--- src/rvIsaPkg.sv ---
// RV32I ISA package with field types, opcodes, funct3 codes and instruction IDs
`default_nettype none

package rvIsaPkg;

    localparam int instIdDepth = 8;

    typedef logic [31:0] instWord;
    typedef logic [4:0] regAddr;
    typedef logic [6:0] opcodeT;
    typedef logic [2:0] funct3T;
    typedef logic [31:0] immWord;
    typedef logic [instIdDepth-1:0] instIdT;

    // major opcodes
    localparam opcodeT opIComp = 7'b0010011;
    localparam opcodeT opR     = 7'b0110011;
    localparam opcodeT opLui   = 7'b0110111;
    localparam opcodeT opAuipc = 7'b0010111;
    localparam opcodeT opB     = 7'b1100011;
    localparam opcodeT opJal   = 7'b1101111;
    localparam opcodeT opJalr  = 7'b1100111;
    localparam opcodeT opLoad  = 7'b0000011;
    localparam opcodeT opStore = 7'b0100011;

    // funct3, shared by R and I-compute
    localparam funct3T f3AddSub = 3'b000;
    localparam funct3T f3Sll    = 3'b001;
    localparam funct3T f3Slt    = 3'b010;
    localparam funct3T f3Sltu   = 3'b011;
    localparam funct3T f3Xor    = 3'b100;
    localparam funct3T f3SrlSra = 3'b101;
    localparam funct3T f3Or     = 3'b110;
    localparam funct3T f3And    = 3'b111;

    localparam funct3T f3Beq  = 3'b000;
    localparam funct3T f3Bne  = 3'b001;
    localparam funct3T f3Blt  = 3'b100;
    localparam funct3T f3Bge  = 3'b101;
    localparam funct3T f3Bltu = 3'b110;
    localparam funct3T f3Bgeu = 3'b111;

    localparam funct3T f3Lb  = 3'b000;
    localparam funct3T f3Lh  = 3'b001;
    localparam funct3T f3Lw  = 3'b010;
    localparam funct3T f3Lbu = 3'b100;
    localparam funct3T f3Lhu = 3'b101;

    localparam funct3T f3Sb = 3'b000;
    localparam funct3T f3Sh = 3'b001;
    localparam funct3T f3Sw = 3'b010;

    localparam funct3T f3Jalr = 3'b000;

    // instruction IDs, zero reserved for illegal
    localparam instIdT idIllegal = 8'd0;
    localparam instIdT idAddi  = 8'd1;
    localparam instIdT idSlti  = 8'd2;
    localparam instIdT idSltiu = 8'd3;
    localparam instIdT idXori  = 8'd4;
    localparam instIdT idOri   = 8'd5;
    localparam instIdT idAndi  = 8'd6;
    localparam instIdT idSlli  = 8'd7;
    localparam instIdT idSrli  = 8'd8;
    localparam instIdT idSrai  = 8'd9;
    localparam instIdT idAdd   = 8'd10;
    localparam instIdT idSub   = 8'd11;
    localparam instIdT idSll   = 8'd12;
    localparam instIdT idSlt   = 8'd13;
    localparam instIdT idSltu  = 8'd14;
    localparam instIdT idXor   = 8'd15;
    localparam instIdT idSrl   = 8'd16;
    localparam instIdT idSra   = 8'd17;
    localparam instIdT idOr    = 8'd18;
    localparam instIdT idAnd   = 8'd19;
    localparam instIdT idLui   = 8'd20;
    localparam instIdT idAuipc = 8'd21;
    localparam instIdT idJal   = 8'd22;
    localparam instIdT idJalr  = 8'd23;
    localparam instIdT idBeq   = 8'd24;
    localparam instIdT idBne   = 8'd25;
    localparam instIdT idBlt   = 8'd26;
    localparam instIdT idBge   = 8'd27;
    localparam instIdT idBltu  = 8'd28;
    localparam instIdT idBgeu  = 8'd29;
    localparam instIdT idLb    = 8'd30;
    localparam instIdT idLh    = 8'd31;
    localparam instIdT idLw    = 8'd32;
    localparam instIdT idLbu   = 8'd33;
    localparam instIdT idLhu   = 8'd34;
    localparam instIdT idSb    = 8'd35;
    localparam instIdT idSh    = 8'd36;
    localparam instIdT idSw    = 8'd37;

endpackage

`default_nettype wire

--- src/frontPkg.sv ---
// front-end package with pc and memory word types, reset vector and fetch states
`default_nettype none

package frontPkg;

    typedef logic [31:0] pcWord;
    typedef logic [31:0] memWord;

    localparam pcWord resetVector = 32'h0000_0000;
    localparam pcWord pcStep = 32'd4; // sequential advance

    typedef enum logic [2:0] {
        sIdle,
        sReq,
        sWait,
        sIssue,
        sHold
    } fetchState;

endpackage

`default_nettype wire

--- src/instructionDecode.sv ---
// RV32I decoder turning an instruction word into fields, flags, immediate and ID
`timescale 1ns/1ps
`default_nettype none

module instructionDecode (
    input  rvIsaPkg::instWord inst,
    output rvIsaPkg::opcodeT  opcode,
    output rvIsaPkg::regAddr  rs1,
    output rvIsaPkg::regAddr  rs2,
    output rvIsaPkg::regAddr  rd,
    output logic              rs1Vld,
    output logic              rs2Vld,
    output logic              rdVld,
    output rvIsaPkg::immWord  imm,
    output rvIsaPkg::instIdT  instId,
    output logic              jmpVld
);
    import rvIsaPkg::*;

    funct3T funct3;
    immWord immI;
    immWord immS;
    immWord immB;
    immWord immU;
    immWord immJ;

    // fixed field positions
    assign opcode = inst[6:0];
    assign rd     = inst[11:7];
    assign funct3 = inst[14:12];
    assign rs1    = inst[19:15];
    assign rs2    = inst[24:20];

    assign immI = {{20{inst[31]}}, inst[31:20]};
    assign immS = {{20{inst[31]}}, inst[31:25], inst[11:7]};
    assign immB = {{19{inst[31]}}, inst[31], inst[7], inst[30:25], inst[11:8], 1'b0};
    assign immU = {inst[31:12], 12'd0};
    assign immJ = {{11{inst[31]}}, inst[31], inst[19:12], inst[20], inst[30:21], 1'b0};

    assign jmpVld = (opcode == opJal); // fed straight back to the pc

    always_comb begin
        instId = idIllegal;
        imm    = '0;
        rs1Vld = 1'b0;
        rs2Vld = 1'b0;
        rdVld  = 1'b0;
        case (opcode)
            opIComp: begin
                {rs1Vld, rs2Vld, rdVld} = 3'b101;
                imm = immI;
                case (funct3)
                    f3AddSub: instId = idAddi;
                    f3Slt:    instId = idSlti;
                    f3Sltu:   instId = idSltiu;
                    f3Xor:    instId = idXori;
                    f3Or:     instId = idOri;
                    f3And:    instId = idAndi;
                    f3Sll:    instId = idSlli;
                    f3SrlSra: instId = inst[30] ? idSrai : idSrli;
                    default:  instId = idIllegal;
                endcase
            end
            opR: begin
                {rs1Vld, rs2Vld, rdVld} = 3'b111;
                case (funct3)
                    f3AddSub: instId = inst[30] ? idSub : idAdd;
                    f3Sll:    instId = idSll;
                    f3Slt:    instId = idSlt;
                    f3Sltu:   instId = idSltu;
                    f3Xor:    instId = idXor;
                    f3SrlSra: instId = inst[30] ? idSra : idSrl;
                    f3Or:     instId = idOr;
                    f3And:    instId = idAnd;
                    default:  instId = idIllegal;
                endcase
            end
            opLui: begin
                {rs1Vld, rs2Vld, rdVld} = 3'b001;
                imm    = immU;
                instId = idLui;
            end
            opAuipc: begin
                {rs1Vld, rs2Vld, rdVld} = 3'b001;
                imm    = immU;
                instId = idAuipc;
            end
            opJal: begin
                {rs1Vld, rs2Vld, rdVld} = 3'b001;
                imm    = immJ;
                instId = idJal;
            end
            opJalr: begin
                {rs1Vld, rs2Vld, rdVld} = 3'b101;
                imm = immI;
                if (funct3 == f3Jalr)
                    instId = idJalr;
            end
            opB: begin
                {rs1Vld, rs2Vld, rdVld} = 3'b110;
                imm = immB;
                case (funct3)
                    f3Beq:   instId = idBeq;
                    f3Bne:   instId = idBne;
                    f3Blt:   instId = idBlt;
                    f3Bge:   instId = idBge;
                    f3Bltu:  instId = idBltu;
                    f3Bgeu:  instId = idBgeu;
                    default: instId = idIllegal;
                endcase
            end
            opLoad: begin
                {rs1Vld, rs2Vld, rdVld} = 3'b101;
                imm = immI;
                case (funct3)
                    f3Lb:    instId = idLb;
                    f3Lh:    instId = idLh;
                    f3Lw:    instId = idLw;
                    f3Lbu:   instId = idLbu;
                    f3Lhu:   instId = idLhu;
                    default: instId = idIllegal;
                endcase
            end
            opStore: begin
                {rs1Vld, rs2Vld, rdVld} = 3'b110;
                imm = immS;
                case (funct3)
                    f3Sb:    instId = idSb;
                    f3Sh:    instId = idSh;
                    f3Sw:    instId = idSw;
                    default: instId = idIllegal;
                endcase
            end
            default: instId = idIllegal;
        endcase

        // bad funct3 under a good opcode
        if (instId == idIllegal) begin
            {rs1Vld, rs2Vld, rdVld} = 3'b000;
            imm = '0;
        end
    end

endmodule

`default_nettype wire

--- src/fetchControl.sv ---
// fetch FSM sequencing memory request, ack wait, issue and back-pressure hold
`timescale 1ns/1ps
`default_nettype none

module fetchControl (
    input  logic clk,
    input  logic arstN,
    input  logic run,
    input  logic memAck,
    input  logic stall,
    output logic memReq,
    output logic instLoad,
    output logic issue
);
    import frontPkg::*;

    fetchState state;
    fetchState stateNext;

    always_ff @(posedge clk or negedge arstN) begin
        if (!arstN)
            state <= sIdle;
        else
            state <= stateNext;
    end

    always_comb begin
        stateNext = state;
        case (state)
            sIdle:  if (run) stateNext = sReq;
            sReq:   stateNext = sWait;
            sWait:  if (memAck) stateNext = sIssue;
            sIssue: begin
                if (stall)
                    stateNext = sHold; // output still owned downstream
                else
                    stateNext = run ? sReq : sIdle;
            end
            sHold:  if (!stall) stateNext = sIssue;
            default: stateNext = sIdle;
        endcase
    end

    assign memReq   = (state == sReq);
    assign instLoad = (state == sWait) && memAck;
    assign issue    = (state == sIssue) && !stall;

    // memory answers only the request in flight
    assert property (@(posedge clk) disable iff (!arstN) memAck |-> state == sWait)
        else $error("memAck outside the wait state");

endmodule

`default_nettype wire

--- src/programCounter.sv ---
// program counter stepping by 4 or jumping by the JAL offset on issue
`timescale 1ns/1ps
`default_nettype none

module programCounter (
    input  logic             clk,
    input  logic             arstN,
    input  logic             issue,
    input  logic             jmpVld,
    input  rvIsaPkg::immWord jmpOffset,
    output frontPkg::pcWord  pc
);
    import frontPkg::*;

    pcWord pcNext;

    assign pcNext = jmpVld ? pc + jmpOffset : pc + pcStep;

    always_ff @(posedge clk or negedge arstN) begin
        if (!arstN)
            pc <= resetVector;
        else if (issue)
            pc <= pcNext;
    end

    // word alignment survives as long as jump offsets are aligned
    assert property (@(posedge clk) disable iff (!arstN)
        issue && (!jmpVld || jmpOffset[1:0] == 2'b00) |=> pc[1:0] == 2'b00)
        else $error("pc misaligned: %h", pc);

endmodule

`default_nettype wire

--- src/decodeLatch.sv ---
// output register holding one decoded instruction and its pc for execute
`timescale 1ns/1ps
`default_nettype none

module decodeLatch (
    input  logic             clk,
    input  logic             arstN,
    input  logic             issue,
    input  logic             stall,
    input  rvIsaPkg::opcodeT opcode,
    input  rvIsaPkg::regAddr rs1,
    input  rvIsaPkg::regAddr rs2,
    input  rvIsaPkg::regAddr rd,
    input  logic             rs1Vld,
    input  logic             rs2Vld,
    input  logic             rdVld,
    input  rvIsaPkg::immWord imm,
    input  rvIsaPkg::instIdT instId,
    input  frontPkg::pcWord  pc,
    output logic             outValid,
    output frontPkg::pcWord  outPc,
    output rvIsaPkg::opcodeT outOpcode,
    output rvIsaPkg::regAddr outRs1,
    output rvIsaPkg::regAddr outRs2,
    output rvIsaPkg::regAddr outRd,
    output logic             outRs1Vld,
    output logic             outRs2Vld,
    output logic             outRdVld,
    output rvIsaPkg::immWord outImm,
    output rvIsaPkg::instIdT outInstId
);

    always_ff @(posedge clk or negedge arstN) begin
        if (!arstN)
            outValid <= 1'b0;
        else if (issue)
            outValid <= 1'b1;
        else if (!stall)
            outValid <= 1'b0; // consumed
    end

    always_ff @(posedge clk) begin
        if (issue) begin
            outPc     <= pc;
            outOpcode <= opcode;
            outRs1    <= rs1;
            outRs2    <= rs2;
            outRd     <= rd;
            outRs1Vld <= rs1Vld;
            outRs2Vld <= rs2Vld;
            outRdVld  <= rdVld;
            outImm    <= imm;
            outInstId <= instId;
        end
    end

    // relies on the fetch FSM never issuing into a stalled output
    assert property (@(posedge clk) disable iff (!arstN)
        outValid && stall |=> outValid
            && $stable({outPc, outOpcode, outRs1, outRs2, outRd,
                        outRs1Vld, outRs2Vld, outRdVld, outImm, outInstId}))
        else $error("output changed under stall");

endmodule

`default_nettype wire

--- src/frontEnd.sv ---
// RV32I front end with fetch control, pc, decoder and output register
`timescale 1ns/1ps
`default_nettype none

module frontEnd (
    input  logic             clk,
    input  logic             arstN,
    input  logic             run,
    output logic             memReq,
    output frontPkg::pcWord  memAddr,
    input  logic             memAck,
    input  frontPkg::memWord memData,
    input  logic             stall,
    output logic             outValid,
    output frontPkg::pcWord  outPc,
    output rvIsaPkg::opcodeT outOpcode,
    output rvIsaPkg::regAddr outRs1,
    output rvIsaPkg::regAddr outRs2,
    output rvIsaPkg::regAddr outRd,
    output logic             outRs1Vld,
    output logic             outRs2Vld,
    output logic             outRdVld,
    output rvIsaPkg::immWord outImm,
    output rvIsaPkg::instIdT outInstId
);
    import rvIsaPkg::*;
    import frontPkg::*;

    logic    instLoad;
    logic    issue;
    pcWord   pc;
    instWord instReg;

    opcodeT decOpcode;
    regAddr decRs1;
    regAddr decRs2;
    regAddr decRd;
    logic   decRs1Vld;
    logic   decRs2Vld;
    logic   decRdVld;
    immWord decImm;
    instIdT decInstId;
    logic   decJmpVld;

    assign memAddr = pc;

    // decoder input, captured with the ack
    always_ff @(posedge clk) begin
        if (instLoad)
            instReg <= memData;
    end

    fetchControl uFetchControl (
        .clk      (clk),
        .arstN    (arstN),
        .run      (run),
        .memAck   (memAck),
        .stall    (stall),
        .memReq   (memReq),
        .instLoad (instLoad),
        .issue    (issue)
    );

    programCounter uProgramCounter (
        .clk       (clk),
        .arstN     (arstN),
        .issue     (issue),
        .jmpVld    (decJmpVld),
        .jmpOffset (decImm),
        .pc        (pc)
    );

    instructionDecode uInstructionDecode (
        .inst   (instReg),
        .opcode (decOpcode),
        .rs1    (decRs1),
        .rs2    (decRs2),
        .rd     (decRd),
        .rs1Vld (decRs1Vld),
        .rs2Vld (decRs2Vld),
        .rdVld  (decRdVld),
        .imm    (decImm),
        .instId (decInstId),
        .jmpVld (decJmpVld)
    );

    decodeLatch uDecodeLatch (
        .clk       (clk),
        .arstN     (arstN),
        .issue     (issue),
        .stall     (stall),
        .opcode    (decOpcode),
        .rs1       (decRs1),
        .rs2       (decRs2),
        .rd        (decRd),
        .rs1Vld    (decRs1Vld),
        .rs2Vld    (decRs2Vld),
        .rdVld     (decRdVld),
        .imm       (decImm),
        .instId    (decInstId),
        .pc        (pc),
        .outValid  (outValid),
        .outPc     (outPc),
        .outOpcode (outOpcode),
        .outRs1    (outRs1),
        .outRs2    (outRs2),
        .outRd     (outRd),
        .outRs1Vld (outRs1Vld),
        .outRs2Vld (outRs2Vld),
        .outRdVld  (outRdVld),
        .outImm    (outImm),
        .outInstId (outInstId)
    );

endmodule

`default_nettype wire

--- config.mk ---
export PLATFORM = sky130hd
export DESIGN_NAME = frontEnd
export DESIGN_NICKNAME = d
export VERILOG_FILES = /design/src/rvIsaPkg.sv /design/src/frontPkg.sv /design/src/instructionDecode.sv /design/src/fetchControl.sv /design/src/programCounter.sv /design/src/decodeLatch.sv /design/src/frontEnd.sv
export SDC_FILE = /design/constraint.sdc
export NUM_CORES = 1
export LEC_CHECK = 0
export ABC_AREA = 1
export BUFFER_PORTS_ARGS = -buffer_cell sky130_fd_sc_hd__clkbuf_2
export CAP_MARGIN = 20
export CORE_ASPECT_RATIO = 1.75
export CORE_MARGIN = 4
export CORE_UTILIZATION = 41
export CTS_BUF_LIST = sky130_fd_sc_hd__clkbuf_8 sky130_fd_sc_hd__clkbuf_16
export DETAILED_ROUTE_END_ITERATION = 7
export GPL_TIMING_DRIVEN = 0
export PLACE_DENSITY = 0.67
export RECOVER_POWER = 100
export SLEW_MARGIN = 20
export SYNTH_ARGS = -nofsm -noshare
export SYNTH_HDL_FRONTEND = slang
export SYNTH_SLANG_ARGS = --single-unit
--- constraint.sdc ---
create_clock -name clk -period 4.65 [get_ports clk]
set_clock_uncertainty 0.1 [all_clocks]
set_input_delay 0.2325 -clock clk [delete_from_list [all_inputs] [get_ports clk]]
set_output_delay 0.2325 -clock clk [all_outputs]
set_load 0.01 [all_outputs]
==> results.cfg <==
[status]
outcome = finished with violations
violations = max-capacitance violations, max-slew violations

[critical_path]
critPathKind = reg -> reg
r2r_end = uProgramCounter.pc[29]$_DFFE_PN0P_
cp-end-kind = flip-flop
r2r-start = instReg[6]$_DFFE_PP_
cp-start-kind = flip-flop
crit_start = instReg[6]$_DFFE_PP_
r2r.worst_path.cells = 22
cp.arrival_ns = 4.63
critPathMaxFanout = 10
cp.required_ns = 4.93
endpoint = uProgramCounter.pc[29]$_DFFE_PN0P_
r2r_slack_ns = 0.30

[yosys]
ys_seq_area_frac = 0.5266
ys_types = 48
postSynthCellCount = 991
synth-main-ff-cell = edfxtp_1
synth_edf_count = 127
yosysTopAreaCell = edfxtp_1
yosysWarnings = 0
syn-mean-instance-area_sq_um = 9.035
synth.cell_area_sq_mm = 0.008954
async_flop_share = 0.2209
yosysTopAreaCellShare = 0.4259
ys_ff_latch = 163
ys_top_cells_by_area = edfxtp_1, dfrtp_1, nand2_1, a21oi_1, nor2_1

[floorplan]
die_h_microns = 203.5
dieArea_sq_mm = 0.02436
rows = 71
io_pins = 168
die_width_microns = 119.7
start_util = 0.4165
coreArea_sq_mm = 0.02150

[power]
vdd.ir_drop.worst_v = 0.0002928
cellPowerDensity_mw_per_mm2 = 512.4
power.leakage_nw = 4.704

[clock_tree]
post_cts_buffers = 0
cts_tree = built
cts_made_buffers = 17
clock_sinks = 163
clockBufferDepth = 2
cts.root.buffer_cell = clkbuf_16
path_clk_slew_ns = 0.07
htreeDepth = 4
clk_latency_ns = 0.44

[placed_design]
globalplace.congestion = 0.9264
postPlaceCellArea_sq_mm = 0.01022
post-place-cells = 1452
portBuffers = 165
hpwl_microns = 23570

[grt]
grt_max_degree = 44
grt_pass1_vias = 8145
grt_pass1_wl_microns = 45680
grt.total_usage = 0.2489
grt_overflow_total = 0
antenna_found_initial = 0

[layout]
n_antenna_cell = 0
final_area_sq_mm = 0.01106
seqCellArea_sq_mm = 0.004715
final_nets = 1283
fin_util = 0.5143
drive_gt1_frac = 0.1077
final_cells = 1518
syn2layout_area_growth_pct = 23.48
fillers = 2140
multi_input_area_sq_mm = 0.003806

[sta]
fin_crit_sh = 0.9365
period_needed_ns = 4.355
clock.fmax_mhz = 229.6
max_slew.worst_pin.slew_ns = 2.162
tns_ns = 0
hold_viol_final = 0
max_slew_margin = -0.4416
final-setup-viol-count = 0
drv_slew = 63

[route]
ant_nets = 0
drt-vias-per-instance = 5.345
routed_wl_microns = 30350
firstDrtPassIters = 6
wire_per_inst_microns = 19.99
num_vias = 8114
remaining_drc_errors = 0
drt_iter0_drc = 607

[job]
maxCapViolCount = 2

[min_path]
min_path_type = in -> reg
## where the power goes
| group | internal [mW] | total (mW) | switching, mW |
|---|---|---|---|
| Clock | 0.864 | 1.50 | 0.636 |
| Sequential | 1.94 | 2.32 | 0.384 |
| Combinational | 0.558 | 1.85 | 1.29 |
| Total | 3.36 | 5.67 | 2.31 |
## cells in the final DEF, fill, tap and decap left out, types with 7 or more instances in the layout
cell type / instances
nand2_1: 201
clkbuf_1: 144
edfxtp_1: 127
nor2_1: 113
inv_1: 103
a21oi_1: 90
nand3_1: 59
o21ai_0: 53
dfrtp_1: 36
dlygate4sd3_1: 34
ha_1: 31
clkbuf_2: 31
clkbuf_16: 17
xor2_1: 16
nor3_1: 15
a22oi_1: 13
nand2_2: 10
nand4_1: 10
a31oi_1: 10
buf_2: 7
nor2_2: 7
nor2_4: 7
## area by class of cell
class,instances,share of cell area
Buffer,21,0.01030
Clock buffer,17,0.03848
Clock inverter,15,0.01833
Inverter,107,0.03633
Multi-Input combinational cell,701,0.3443
Sequential cell,163,0.4264
Tap cell,292,0.03305
Timing Repair Buffer,202,0.09280
## how the worst min path moves through the flow
stage	start	to	slack [ns]	cells past startpoint
2_1_floorplan	arstN	uDecodeLatch.outValid$_DFFE_PN0P_	-0.16	0
3_3_place_gp	memData[29]	instReg[29]$_DFFE_PP_	0.31	1
4_1_cts	run	uFetchControl.state[0]$_DFFE_PN0P_	0.003	3
5_1_grt	run	uFetchControl.state[0]$_DFFE_PN0P_	0.005	3
6_report	run	uFetchControl.state[0]$_DFFE_PN0P_	0.01	3
3_5_place_dp	memData[5]	instReg[5]$_DFFE_PP_	0.31	1
## registers in the layout, indices dropped and copies added, names as in the netlist, 3 cells and up
signal / count
uDecodeLatch.outPc: 32
uDecodeLatch.outOpcode: 7
uDecodeLatch.outImm: 32
uProgramCounter.pc: 32
uDecodeLatch.outRd: 5
uDecodeLatch.outRs1: 5
uFetchControl.state: 3
instReg: 32
uDecodeLatch.outRs2: 5
uDecodeLatch.outInstId: 6
## critical path: stages, from the launching register on
cell	delay, ns
edfxtp_1	0.45
inv_2	0.16
nand3_1	0.22
nor2_4	0.24
nand2_1	0.15
nand2_1	0.10
nor2_1	0.04
nand3_1	0.09
nor2_2	0.05
nand2_2	0.17
inv_2	0.07
clkbuf_4	0.22
nor2_1	0.29
ha_1	0.36
a21oi_1	0.25
o21ai_0	0.17
a21oi_1	0.27
nor2_1	0.08
nor4_1	0.30
nand2_1	0.10
nand2_1	0.07
nand3_1	0.18
a21oi_2	0.19
## Yosys cell counts (all sizes together) (4+ instances only)
master    n
nand2   212
edfxtp  127
nor2    127
inv     107
a21oi    94
nand3    64
o21ai    58
dfrtp    36
ha       32
nor3     17
xor2     16
a22oi    13
buf      13
nand4    11
a31oi    10
clkbuf    8
nor4      5
o21bai    5
a21o      4
nand3b    4
o211ai    4
or2       4
## what timing repair did
action / CTS / global route
endpoints found under the hold margin: 70 / 0
setup endpoints to repair: 0 / 20
resized for setup: 0 / 22
hold buffers: 34 / 0
## metal layers
| layer | up-vias | part of all wire | global-route usage |
|---|---|---|---|
| li1 | 3860 | - | - |
| met1 | 3865 | 0.35 | 0.2562 |
| met2 | 304 | 0.55 | 0.4771 |
| met3 | 85 | 0.050 | 0.03718 |
| met4 | 0 | 0.053 | 0.1319 |
| met5 | - | 0 | 0 |
## cells by family after synthesis
logic type | share of synthesized area
simple gates | 0.2234
compound gates | 0.1245
flops | 0.5266
buf+inv | 0.05702
fa+ha+maj | 0.04695
xor+xnor | 0.01859
mux | 0.002515
other cells | 0.0004188
## per-stage QoR
stage / setup slack (ns) / hold slack [ns] / power [mW]
finish: 0.2954 / 0.01416 / 5.665
global route: -0.004944 / 0.005078 / 5.988
CTS: 0.06286 / 0.002933 / 5.724
detailed placement: 0.05869 / 0.3118 / 4.203
global placement: -1.357 / 0.3113 / 4.173
floorplan: 0.3701 / -0.1631 / 3.445
(Power assumes the default switching activity.)
